[src/common/lab_cfg.svh]
`ifndef LAB_CFG_SVH
`define LAB_CFG_SVH

// ----------------------------------------
// Board port widths
// ----------------------------------------
`define LAB_W_KEY          4
`define LAB_W_SW           8
`define LAB_W_LED          8
`define LAB_W_DIGIT        8

// Width of the decoded input word
`define LAB_W_IN           8

// ----------------------------------------
// Timing constants, simulation values
// ----------------------------------------
// Low free counter bits, 20 on the board
`define LAB_TICK_BITS      6
// Slow strobe period in clk cycles
`define LAB_SLOW_PERIOD    16
`define LAB_STROBE_PERIOD  24
// Cycles each digit stays lit
`define LAB_SCAN_PERIOD    4

`endif

[src/common/lab_pkg.sv]
`default_nettype none

`include "lab_cfg.svh"

package lab_pkg;

    // ----------------------------------------
    // Select code from key or switch bits 3:1
    // ----------------------------------------
    typedef enum logic [2:0]
    {
        sel_default = 3'd0,
        sel_slow    = 3'd1,
        sel_win_hi  = 3'd2,
        sel_win_mid = 3'd3,
        sel_win_lo  = 3'd4,
        sel_tick    = 3'd5,
        sel_strobe  = 3'd6
    } sel_e;

    // Decoded input, 4 bits
    typedef struct packed
    {
        sel_e sel;
        logic any_active;
    } input_t;

    // All counters of the execute stage, 56 bits
    typedef struct packed
    {
        logic [`LAB_W_LED - 1:0] slow_cnt;
        logic [31:0]             free_cnt;
        logic [`LAB_W_LED - 1:0] tick_cnt;
        logic [`LAB_W_LED - 1:0] strobe_cnt;
    } counters_t;

    typedef logic [`LAB_W_LED - 1:0] led_t;

    // Eight hex nibbles for the display
    typedef logic [`LAB_W_DIGIT * 4 - 1:0] number_t;

endpackage

`default_nettype wire

[src/source/input_decode.sv]
`timescale 1ns/1ns
`default_nettype none

`include "lab_cfg.svh"

module input_decode
(
    input  wire                       clk,
    input  wire                       rst_from_key0,
    input  wire  [`LAB_W_KEY - 1:0]   key,
    input  wire  [`LAB_W_SW  - 1:0]   sw,
    output lab_pkg::input_t           inputs
);

    import lab_pkg::*;

    localparam w_in = `LAB_W_IN;

    logic [w_in - 1:0] in_raw;
    logic [w_in - 1:0] in_meta;
    logic [w_in - 1:0] in_sync;

    // ----------------------------------------
    // Source choice
    // ----------------------------------------
    generate
        if (`LAB_W_KEY < w_in && `LAB_W_SW >= w_in)
        begin : use_switches
            assign in_raw = w_in'(sw);
        end
        else
        begin : use_keys
            assign in_raw = w_in'(key);
        end
    endgenerate

    // Two-flop synchronizer
    always_ff @(posedge clk)
    begin
        if (rst_from_key0)
        begin
            in_meta <= '0;
            in_sync <= '0;
        end
        else
        begin
            in_meta <= in_raw;
            in_sync <= in_meta;
        end
    end

    // ----------------------------------------
    // Select decode
    // ----------------------------------------
    always_comb
    begin
        case (in_sync[3:1])
            3'd1:    inputs.sel = sel_slow;
            3'd2:    inputs.sel = sel_win_hi;
            3'd3:    inputs.sel = sel_win_mid;
            3'd4:    inputs.sel = sel_win_lo;
            3'd5:    inputs.sel = sel_tick;
            3'd6:    inputs.sel = sel_strobe;
            // Codes 0 and 7
            default: inputs.sel = sel_default;
        endcase
        inputs.any_active = |in_sync;
    end

endmodule

`default_nettype wire

[src/counters/strobe_gen.sv]
`timescale 1ns/1ns
`default_nettype none

module strobe_gen
#(
    parameter int period = 16
)
(
    input  wire  clk,
    input  wire  rst_from_key0,
    output logic strobe
);

    // At least one bit even for period 1
    localparam int w_cnt = (period > 1) ? $clog2(period) : 1;

    logic [w_cnt - 1:0] cnt;

    // Down-counter, strobe on reload
    always_ff @(posedge clk)
    begin
        if (rst_from_key0)
        begin
            cnt    <= w_cnt'(period - 1);
            strobe <= 1'b0;
        end
        else if (cnt == '0)
        begin
            cnt    <= w_cnt'(period - 1);
            strobe <= 1'b1;
        end
        else
        begin
            cnt    <= cnt - 1'b1;
            strobe <= 1'b0;
        end
    end

    // Strobe is a single-cycle pulse
    generate
        if (period > 1)
        begin : g_pulse_check
            a_single_pulse : assert property (
                @(posedge clk) disable iff (rst_from_key0) strobe |=> !strobe);
        end
    endgenerate

endmodule

`default_nettype wire

[src/counters/counter_bank.sv]
`timescale 1ns/1ns
`default_nettype none

`include "lab_cfg.svh"

module counter_bank
(
    input  wire                 clk,
    input  wire                 rst_from_key0,
    output lab_pkg::counters_t  counters
);

    import lab_pkg::*;

    logic slow_strobe;
    logic cnt_strobe;
    logic tick_wrap;

    // ----------------------------------------
    // Strobe sources
    // ----------------------------------------
    // Stands in for the board slow clock
    strobe_gen
    #(
        .period (`LAB_SLOW_PERIOD)
    )
    u_slow_strobe
    (
        .clk           (clk),
        .rst_from_key0 (rst_from_key0),
        .strobe        (slow_strobe)
    );

    strobe_gen
    #(
        .period (`LAB_STROBE_PERIOD)
    )
    u_cnt_strobe
    (
        .clk           (clk),
        .rst_from_key0 (rst_from_key0),
        .strobe        (cnt_strobe)
    );

    // Low free counter bits wrapped
    assign tick_wrap = (counters.free_cnt[`LAB_TICK_BITS - 1:0] == '0);

    // ----------------------------------------
    // Counters
    // ----------------------------------------
    always_ff @(posedge clk)
    begin
        if (rst_from_key0)
        begin
            counters <= '0;
        end
        else
        begin
            counters.free_cnt <= counters.free_cnt + 1'b1;
            if (slow_strobe)
                counters.slow_cnt <= counters.slow_cnt + 1'b1;
            if (tick_wrap)
                counters.tick_cnt <= counters.tick_cnt + 1'b1;
            if (cnt_strobe)
                counters.strobe_cnt <= counters.strobe_cnt + 1'b1;
        end
    end

endmodule

`default_nettype wire

[src/source/result_select.sv]
`timescale 1ns/1ns
`default_nettype none

module result_select
(
    input  wire                 clk,
    input  wire                 rst_from_key0,
    input  lab_pkg::input_t     inputs,
    input  lab_pkg::counters_t  counters,
    output lab_pkg::led_t       led,
    output lab_pkg::number_t    number
);

    import lab_pkg::*;

    led_t    picked;
    number_t number_next;

    // ----------------------------------------
    // Counter pick
    // ----------------------------------------
    always_comb
    begin
        case (inputs.sel)
            sel_slow:    picked = counters.slow_cnt;
            sel_win_hi:  picked = counters.free_cnt[31:24];
            sel_win_mid: picked = counters.free_cnt[23:16];
            // Overlaps the middle window
            sel_win_lo:  picked = counters.free_cnt[19:12];
            sel_tick:    picked = counters.tick_cnt;
            sel_strobe:  picked = counters.strobe_cnt;
            default:     picked = counters.free_cnt[31:24];
        endcase
    end

    // Idle inputs show the raw free counter
    assign number_next = inputs.any_active ? number_t'(picked)
                                           : number_t'(counters.free_cnt);

    // Result registers
    always_ff @(posedge clk)
    begin
        if (rst_from_key0)
        begin
            led    <= '0;
            number <= '0;
        end
        else
        begin
            led    <= picked;
            number <= number_next;
        end
    end

endmodule

`default_nettype wire

[src/display/seven_segment_display.sv]
`timescale 1ns/1ns
`default_nettype none

`include "lab_cfg.svh"

module seven_segment_display
(
    input  wire                        clk,
    input  wire                        rst_from_key0,
    input  lab_pkg::number_t           number,
    output logic [7:0]                 abcdefgh,
    output logic [`LAB_W_DIGIT - 1:0]  digit
);

    import lab_pkg::*;

    localparam int w_scan = (`LAB_SCAN_PERIOD > 1) ? $clog2(`LAB_SCAN_PERIOD) : 1;
    localparam int w_idx  = $clog2(`LAB_W_DIGIT);

    logic [w_scan - 1:0] scan_cnt;
    logic [w_idx - 1:0]  idx;
    logic [3:0]          nibble;

    // Hex to segments with a in bit 7 and dot off
    function automatic logic [7:0] hex_to_seg(input logic [3:0] hex);
        case (hex)
            4'h0:    hex_to_seg = 8'b1111_1100;
            4'h1:    hex_to_seg = 8'b0110_0000;
            4'h2:    hex_to_seg = 8'b1101_1010;
            4'h3:    hex_to_seg = 8'b1111_0010;
            4'h4:    hex_to_seg = 8'b0110_0110;
            4'h5:    hex_to_seg = 8'b1011_0110;
            4'h6:    hex_to_seg = 8'b1011_1110;
            4'h7:    hex_to_seg = 8'b1110_0000;
            4'h8:    hex_to_seg = 8'b1111_1110;
            4'h9:    hex_to_seg = 8'b1111_0110;
            4'ha:    hex_to_seg = 8'b1110_1110;
            4'hb:    hex_to_seg = 8'b0011_1110;
            4'hc:    hex_to_seg = 8'b1001_1100;
            4'hd:    hex_to_seg = 8'b0111_1010;
            4'he:    hex_to_seg = 8'b1001_1110;
            default: hex_to_seg = 8'b1000_1110;
        endcase
    endfunction

    // ----------------------------------------
    // Digit scan
    // ----------------------------------------
    always_ff @(posedge clk)
    begin
        if (rst_from_key0)
        begin
            scan_cnt <= '0;
            idx      <= '0;
        end
        else if (scan_cnt == w_scan'(`LAB_SCAN_PERIOD - 1))
        begin
            scan_cnt <= '0;
            // Wrap after the last digit
            idx <= (idx == w_idx'(`LAB_W_DIGIT - 1)) ? '0 : idx + 1'b1;
        end
        else
        begin
            scan_cnt <= scan_cnt + 1'b1;
        end
    end

    assign nibble = number[idx * 4 +: 4];

    // Segment and digit registers kept aligned
    always_ff @(posedge clk)
    begin
        if (rst_from_key0)
        begin
            abcdefgh <= hex_to_seg(4'h0);
            digit    <= `LAB_W_DIGIT'(1);
        end
        else
        begin
            abcdefgh <= hex_to_seg(nibble);
            digit    <= `LAB_W_DIGIT'(1) << idx;
        end
    end

    // Each change of digit is one step to the left with wrap
    a_digit_step : assert property (
        @(posedge clk) disable iff (rst_from_key0)
        !$stable(digit) |-> digit == {$past(digit[`LAB_W_DIGIT - 2:0]),
                                      $past(digit[`LAB_W_DIGIT - 1])});

endmodule

`default_nettype wire

[src/source/lab_top.sv]
`timescale 1ns/1ns
`default_nettype none

`include "lab_cfg.svh"

module lab_top
(
    input  wire                        clk,
    input  wire                        rst_from_key0,
    input  wire  [`LAB_W_KEY   - 1:0]  key,
    input  wire  [`LAB_W_SW    - 1:0]  sw,
    output logic [`LAB_W_LED   - 1:0]  led,
    output logic [7:0]                 abcdefgh,
    output logic [`LAB_W_DIGIT - 1:0]  digit
);

    import lab_pkg::*;

    input_t    dec_inputs;
    counters_t cnt_values;
    number_t   disp_number;

    // ----------------------------------------
    // Decode stage
    // ----------------------------------------
    input_decode u_input_decode
    (
        .clk           (clk),
        .rst_from_key0 (rst_from_key0),
        .key           (key),
        .sw            (sw),
        .inputs        (dec_inputs)
    );

    // Execute stage
    counter_bank u_counter_bank
    (
        .clk           (clk),
        .rst_from_key0 (rst_from_key0),
        .counters      (cnt_values)
    );

    // ----------------------------------------
    // Result stage
    // ----------------------------------------
    result_select u_result_select
    (
        .clk           (clk),
        .rst_from_key0 (rst_from_key0),
        .inputs        (dec_inputs),
        .counters      (cnt_values),
        .led           (led),
        .number        (disp_number)
    );

    seven_segment_display u_seven_segment_display
    (
        .clk           (clk),
        .rst_from_key0 (rst_from_key0),
        .number        (disp_number),
        .abcdefgh      (abcdefgh),
        .digit         (digit)
    );

endmodule

`default_nettype wire

[config.mk]
export PLATFORM = sky130hd
export DESIGN_NAME = lab_top
export DESIGN_NICKNAME = d
export VERILOG_FILES = /design/src/common/lab_pkg.sv /design/src/source/input_decode.sv /design/src/counters/strobe_gen.sv /design/src/counters/counter_bank.sv /design/src/source/result_select.sv /design/src/display/seven_segment_display.sv /design/src/source/lab_top.sv
export VERILOG_INCLUDE_DIRS = /design/src /design/src/common
export SDC_FILE = /design/constraint.sdc
export NUM_CORES = 1
export LEC_CHECK = 0
export ABC_AREA = 1
export BUFFER_PORTS_ARGS = -buffer_cell sky130_fd_sc_hd__buf_2
export CAP_MARGIN = 20
export CORE_MARGIN = 1.5
export CORE_UTILIZATION = 40
export CTS_CLUSTER_DIAMETER = 40
export DETAILED_ROUTE_END_ITERATION = 6
export PLACE_DENSITY = 0.54
export SYNTH_ARGS = -nofsm -noshare
export SYNTH_HDL_FRONTEND = slang
export SYNTH_SLANG_ARGS = --single-unit
[constraint.sdc]
create_clock -name clk -period 2.79 [get_ports clk]
set_input_delay 0.1395 -clock clk [delete_from_list [all_inputs] [get_ports clk]]
set_output_delay 0.1395 -clock clk [all_outputs]
set_load 0.01 [all_outputs]
Word level (Yosys, flattened, before mapping)
Memories as Yosys holds them, arrays and structs flattened. A register that Yosys moved wholly into a read port is not among the register bits.
Index checks and enable logic that the tools add are counted.
{"block": "classes", "addsub": 8, "eq_ne": 13, "n_shift": 2, "mux": 6, "reduce_logical": 8}
{"op": "$pmux 8 s5", "n": 1}
{"op": "$add 32x1->32 const B", "n": 1}
{"op": "$shiftx 32x6->4", "n": 1}
{"op": "$add 8x1->8 const B", "n": 3}
{"op": "$eq 3x3->1 const B", "n": 7}
{"op": "$pmux 3 s6", "n": 1}
{"op": "$eq 3x2->1 const B", "n": 3}
{"op": "$reduce_or 9->1", "n": 1}
{"op": "$mux 8", "n": 1}
{"op": "$reduce_or 8->1", "n": 1}
{"op": "$shl 1x3->8 const A", "n": 1}
{"op": "$eq 3x1->1 const B", "n": 2}
{"op": "$logic_not 6->1", "n": 1}
{"op": "$reduce_or 2->1", "n": 3}
{"op": "$logic_not 5->1", "n": 1}
{"op": "$sub 5x1->5 const B", "n": 1}
{"op": "$logic_not 4->1", "n": 1}
{"op": "$sub 4x1->4 const B", "n": 1}
{"op": "$add 3x1->3 const B", "n": 1}
{"op": "$mux 3", "n": 1}
{"op": "$add 2x1->2 const B", "n": 1}
{"op": "$eq 2x2->1 const B", "n": 1}
{"op": "$mux 1", "n": 2}
{"block": "totals", "ff_bits": 144, "mem_bits_ro": 112, "inputBits": 14, "out_inout_bits": 24, "wordCells": 55, "mem_count": 1}
{"name": "(name not given)", "words": 16, "word_bits": 7, "read_ports": 1, "rd_ports_with_merged_regs": 1, "write_ports": 0, "line_no": "seven_segment_display.sv:26", "rtl": "case (hex)"}

Logic depth before layout (Yosys ltp)
{"block": "logic_depth", "word_depth": 5, "mapped_depth": 15}

By module
From an unflattened synthesis, not the netlist that was laid out.
{"block": "hier_totals", "hier_cells": 966, "area_unflattened_um2": 6794.0}
{"mod": "counter_bank", "instances": 1, "cells_per_inst": 407, "area_each_um2": 2738.9, "seq_area_each_um2": 1121.1}
{"mod": "result_select", "instances": 1, "cells_per_inst": 250, "area_each_um2": 1715.4, "seq_area_each_um2": 800.8}
{"mod": "seven_segment_display", "instances": 1, "cells_per_inst": 185, "area_each_um2": 1350.0, "seq_area_each_um2": 400.4}
{"mod": "input_decode", "instances": 1, "cells_per_inst": 68, "area_each_um2": 545.5, "seq_area_each_um2": 320.3}
{"mod": "strobe_gen (u_counter_bank.u_cnt_strobe)", "instances": 1, "cells_per_inst": 32, "area_each_um2": 252.7, "seq_area_each_um2": 120.1}
{"mod": "strobe_gen (u_counter_bank.u_slow_strobe)", "instances": 1, "cells_per_inst": 24, "area_each_um2": 191.4, "seq_area_each_um2": 100.1}

Least setup slack after synthesis
OpenSTA, ideal clock, no wires.
{"block": "synth_timing", "path_type": "reg-to-reg", "startpoint": "reg u_seven_segment_display.idx[1]", "endpoint": "reg u_seven_segment_display.abcdefgh[4]", "setup_ns": 0.116, "t_arrival_ns": 1.643, "required_ns": 2.674, "setup_slack_ns": 1.031, "stages_incl_launch_ff": 15, "n_path_buf": 2, "cell_sequence": "dfxtp_1 buf_4 inv_2 buf_6 nor2_1 o21ai_0 o21ai_0 nand2_1 nand2_1 inv_1 ha_1 nand2_1 nand3_1 nand2_1 nand2_1"}
{"block": "synth_via", "elab_chain_len": 1}
{"item": "start: declaration", "line_no": "seven_segment_display.sv:21", "rtl": "logic [w_idx - 1:0] idx;"}
{"item": "start signal: assignment", "line_no": "seven_segment_display.sv:60", "rtl": "idx <= (idx == w_idx'(`LAB_W_DIGIT - 1)) ? '0 : idx + 1'b1;"}
{"item": "$shiftx 32x6->4", "line_no": "seven_segment_display.sv:68", "rtl": "assign nibble = number[idx * 4 +: 4];"}
{"item": "end: declaration", "line_no": "seven_segment_display.sv:11", "rtl": "output logic [7:0] abcdefgh,"}
Every way passes these cells.
A chain may end at the register's enable or synchronous reset.

Worst setup path in the final report
{"block": "layout_timing", "startpoint": "reg u_seven_segment_display.idx[0]", "endpoint": "reg u_seven_segment_display.abcdefgh[4]"}
The elaborated chain is that of the path after synthesis.

==> reports/metrics.yaml <==
period_needed_ns: 2.01
period_share_pct: 71.9
grt_pass1_wl_um: 24600
post_cts.repair.setup_buffers: 0
core_um2: 15900
cts_htree_levels: 4
via_count: 5343
crit_chain: "buf_4, inv_4, o21ai_0, o21ai_0, nand2_1, nand2_1, inv_1, ha_1, nand2_1, nand3_1, nand2_1, nand2_1"
grt_pass1_vias: 4897
leakage_nw: 3.03
n_antenna_cell: 0
setup.worst_path.start_class: "flop"
dieArea_um2: 17100
grt_use_total_pct: 19.1
syn_area_um2: 6530
root_buffer: "clkbuf_16"
drtIter0Drc: 306
synth_seq_cells: 143
finalHoldViolations: 0
die_y_um: 131
synth_cell_type_count: 42
slowest_stage: "dfxtp_1"
power_density_nw_per_um2: 618
grt_max_degree: 73
cp_top_family: "buffers and inverters"
synth_enable_flop_cells: 0
boundaryPins: 38
wl_per_cell_um: 12.8
final_area_um2: 7480
dpl_cell_area_um2: 6850
timing.fmax_ghz: 0.499
clk_pin_slew_ns: 0.06
crit_type: "flop to flop"
clockBufferDepth: 2
fin_worst_skew_ns: 0.00905
synthCells: 896
rsz0062_at_grt: "false"
cp-startpoint: "u_seven_segment_display.idx[0]"
utilization_pct: 47.1
synth-async-reset-ratio_pct: 0
slew_viol_final: 0
irDropWorstVdd_v: 0.000433
slew_headroom_pct: 46.6
total_power_mw: 4.62
drt-pass1-iter-count: 7
gp_congestion: 0.894
ys_warn_count: 0
critical_path.most_common_cell: "nand2_1"
area_growth_pct: 14.6
fin_setup_tns_ns: 0
r2r-start: "u_seven_segment_display.idx[0]"
hp-class: "input pin to flop"
worst_pin_slew_ns: 0.802
syn-num-nets: 930
critical_path_buf_inv_count: 3
ant_nets: 0
max-cap-violations: 0
rows: 46
critPathCaptureType: "flop"
drive_above_1_share_pct: 14.2
grt_overflow: 0
die-width_um: 131
tritoncts: "built"
arrival_ns: 2.31
cp.required_ns: 3.10
setup_viol: 0
worst-path-max-fanout: 20
synthFlopType: "dfxtp_1"
numCtsBuffers: 17
max_stage_delay_ns: 0.30
dp_hpwl_um: 11200
seq_area_frac_synth_pct: 43.9
violations: "design-rule violations"
wl_um: 14900
outcome: "complete, but fails checks"
layout.nets: 972
clock_sinks: 143
port-buffer-count: 32
drc_errors: 1
start_util_pct: 41.1
antenna_found_initial: 0
synth_area_per_cell_um2: 7.28
routed_via_density: 4.58
clock_latency_ns: 0.42
hp-start: "rst_from_key0"
fin_hold_ws_ns: 0.247
## layer usage
metal	vias up	wire (um)	track usage, %
li1	2892	-	-
met1	2325	7580	25.8
met2	101	6480	29.8
met3	25	524	3.71
met4	0	301	8.02
met5	-	0	0
## timing repair
item,CTS,global route
hold buffers,8,0
resized for setup,0,0
hold endpoints to repair,8,0
## area by class of cell
cell class	instances	area [um2]
fill	1669	8400
inverter	133	507
clock inverter	12	109
multi-input combinational	598	3010
clock buffer	20	447
tap	216	270
timing repair buffer	45	278
sequential	143	2860
## final timing paths
kind / depth (start not counted) / slack, ns / to
max: 12 / 0.78 / u_seven_segment_display.abcdefgh[4]
min: 4 / 0.25 / u_counter_bank.counters[11]
max reg2reg: 12 / 0.78 / u_seven_segment_display.abcdefgh[4]
min reg2reg: 1 / 0.39 / u_counter_bank.u_slow_strobe.cnt[0]
## tightest hold or removal path, delay by kind of cell
kind	cells	cell delay, ns
AND/OR/NAND/NOR	2	0.16
buffers and inverters	2	0.34
## sequential cells by signal, indices dropped and copies added (netlist names), 4 cells and up
register,count
u_counter_bank.counters,56
u_counter_bank.u_cnt_strobe.cnt,5
u_counter_bank.u_slow_strobe.cnt,4
u_input_decode.in_meta,8
u_input_decode.in_sync,8
u_result_select.led,8
u_result_select.number,32
u_seven_segment_display.abcdefgh,7
u_seven_segment_display.digit,8
## metrics by stage
| step | cells | setup slack, ns |
|---|---|---|
| after floorplan | 896 | 1.03 |
| after global placement | 1127 | 0.822 |
| after detailed placement | 1127 | 0.800 |
| after CTS | 1167 | 0.765 |
| after global routing | 1167 | 0.519 |
| final | 1167 | 0.784 |
## layout by cell type (no fill, tap or decap), types with 5 or more instances in the layout
cell / count
nand3_2: 5
nor2_2: 28
nand3_1: 44
nand2_1: 211
clkbuf_16: 17
a21oi_1: 55
inv_1: 121
dlygate4sd3_1: 8
buf_4: 5
a31oi_1: 9
xor2_1: 6
nor2_1: 116
nor3_2: 5
ha_1: 20
nand4_1: 12
nor3_1: 18
dfxtp_1: 143
nor2_4: 5
o21ai_0: 32
inv_2: 9
buf_2: 32
## power by group
group          total, mW  switching, mW  internal (mW)
Clock               2.15          0.893           1.25
Combinational      0.349          0.228          0.121
Sequential          2.13         0.0265           2.10
Total               4.62           1.15           3.48
## cell usage after synthesis, drive strengths merged (2+ instances only)
| cell type | instances | area share (%) |
|---|---|---|
| ha | 20 | 3.8 |
| and3 | 2 | 0.19 |
| nor3 | 23 | 2.1 |
| dfxtp | 143 | 44 |
| nand3b | 3 | 0.35 |
| buf | 18 | 2.1 |
| nand2 | 218 | 13 |
| a31oi | 9 | 0.86 |
| clkbuf | 4 | 0.23 |
| nand3 | 51 | 4.7 |
| and2 | 2 | 0.19 |
| o21a | 4 | 0.46 |
| nor2 | 149 | 10 |
| xor2 | 6 | 0.81 |
| inv | 132 | 7.7 |
| or2 | 2 | 0.19 |
| a21oi | 55 | 4.2 |
| nand4 | 14 | 1.7 |
| o21ai | 35 | 2.7 |
## logic make-up (layout without fill, tap and decap cells)
family	count (synthesis)	count (layout)	share of synthesized area (%)
AOI/OAI and AO/OA	104	104	8.38
xor gates and xnor gates	7	7	0.939
adders and majority gates	20	20	3.83
other	1	1	0.0575
buffers and inverters	155	210	10.0
DFF	143	143	43.9
and+or+nand+nor	466	466	32.9
(Power assumes the default switching activity.)
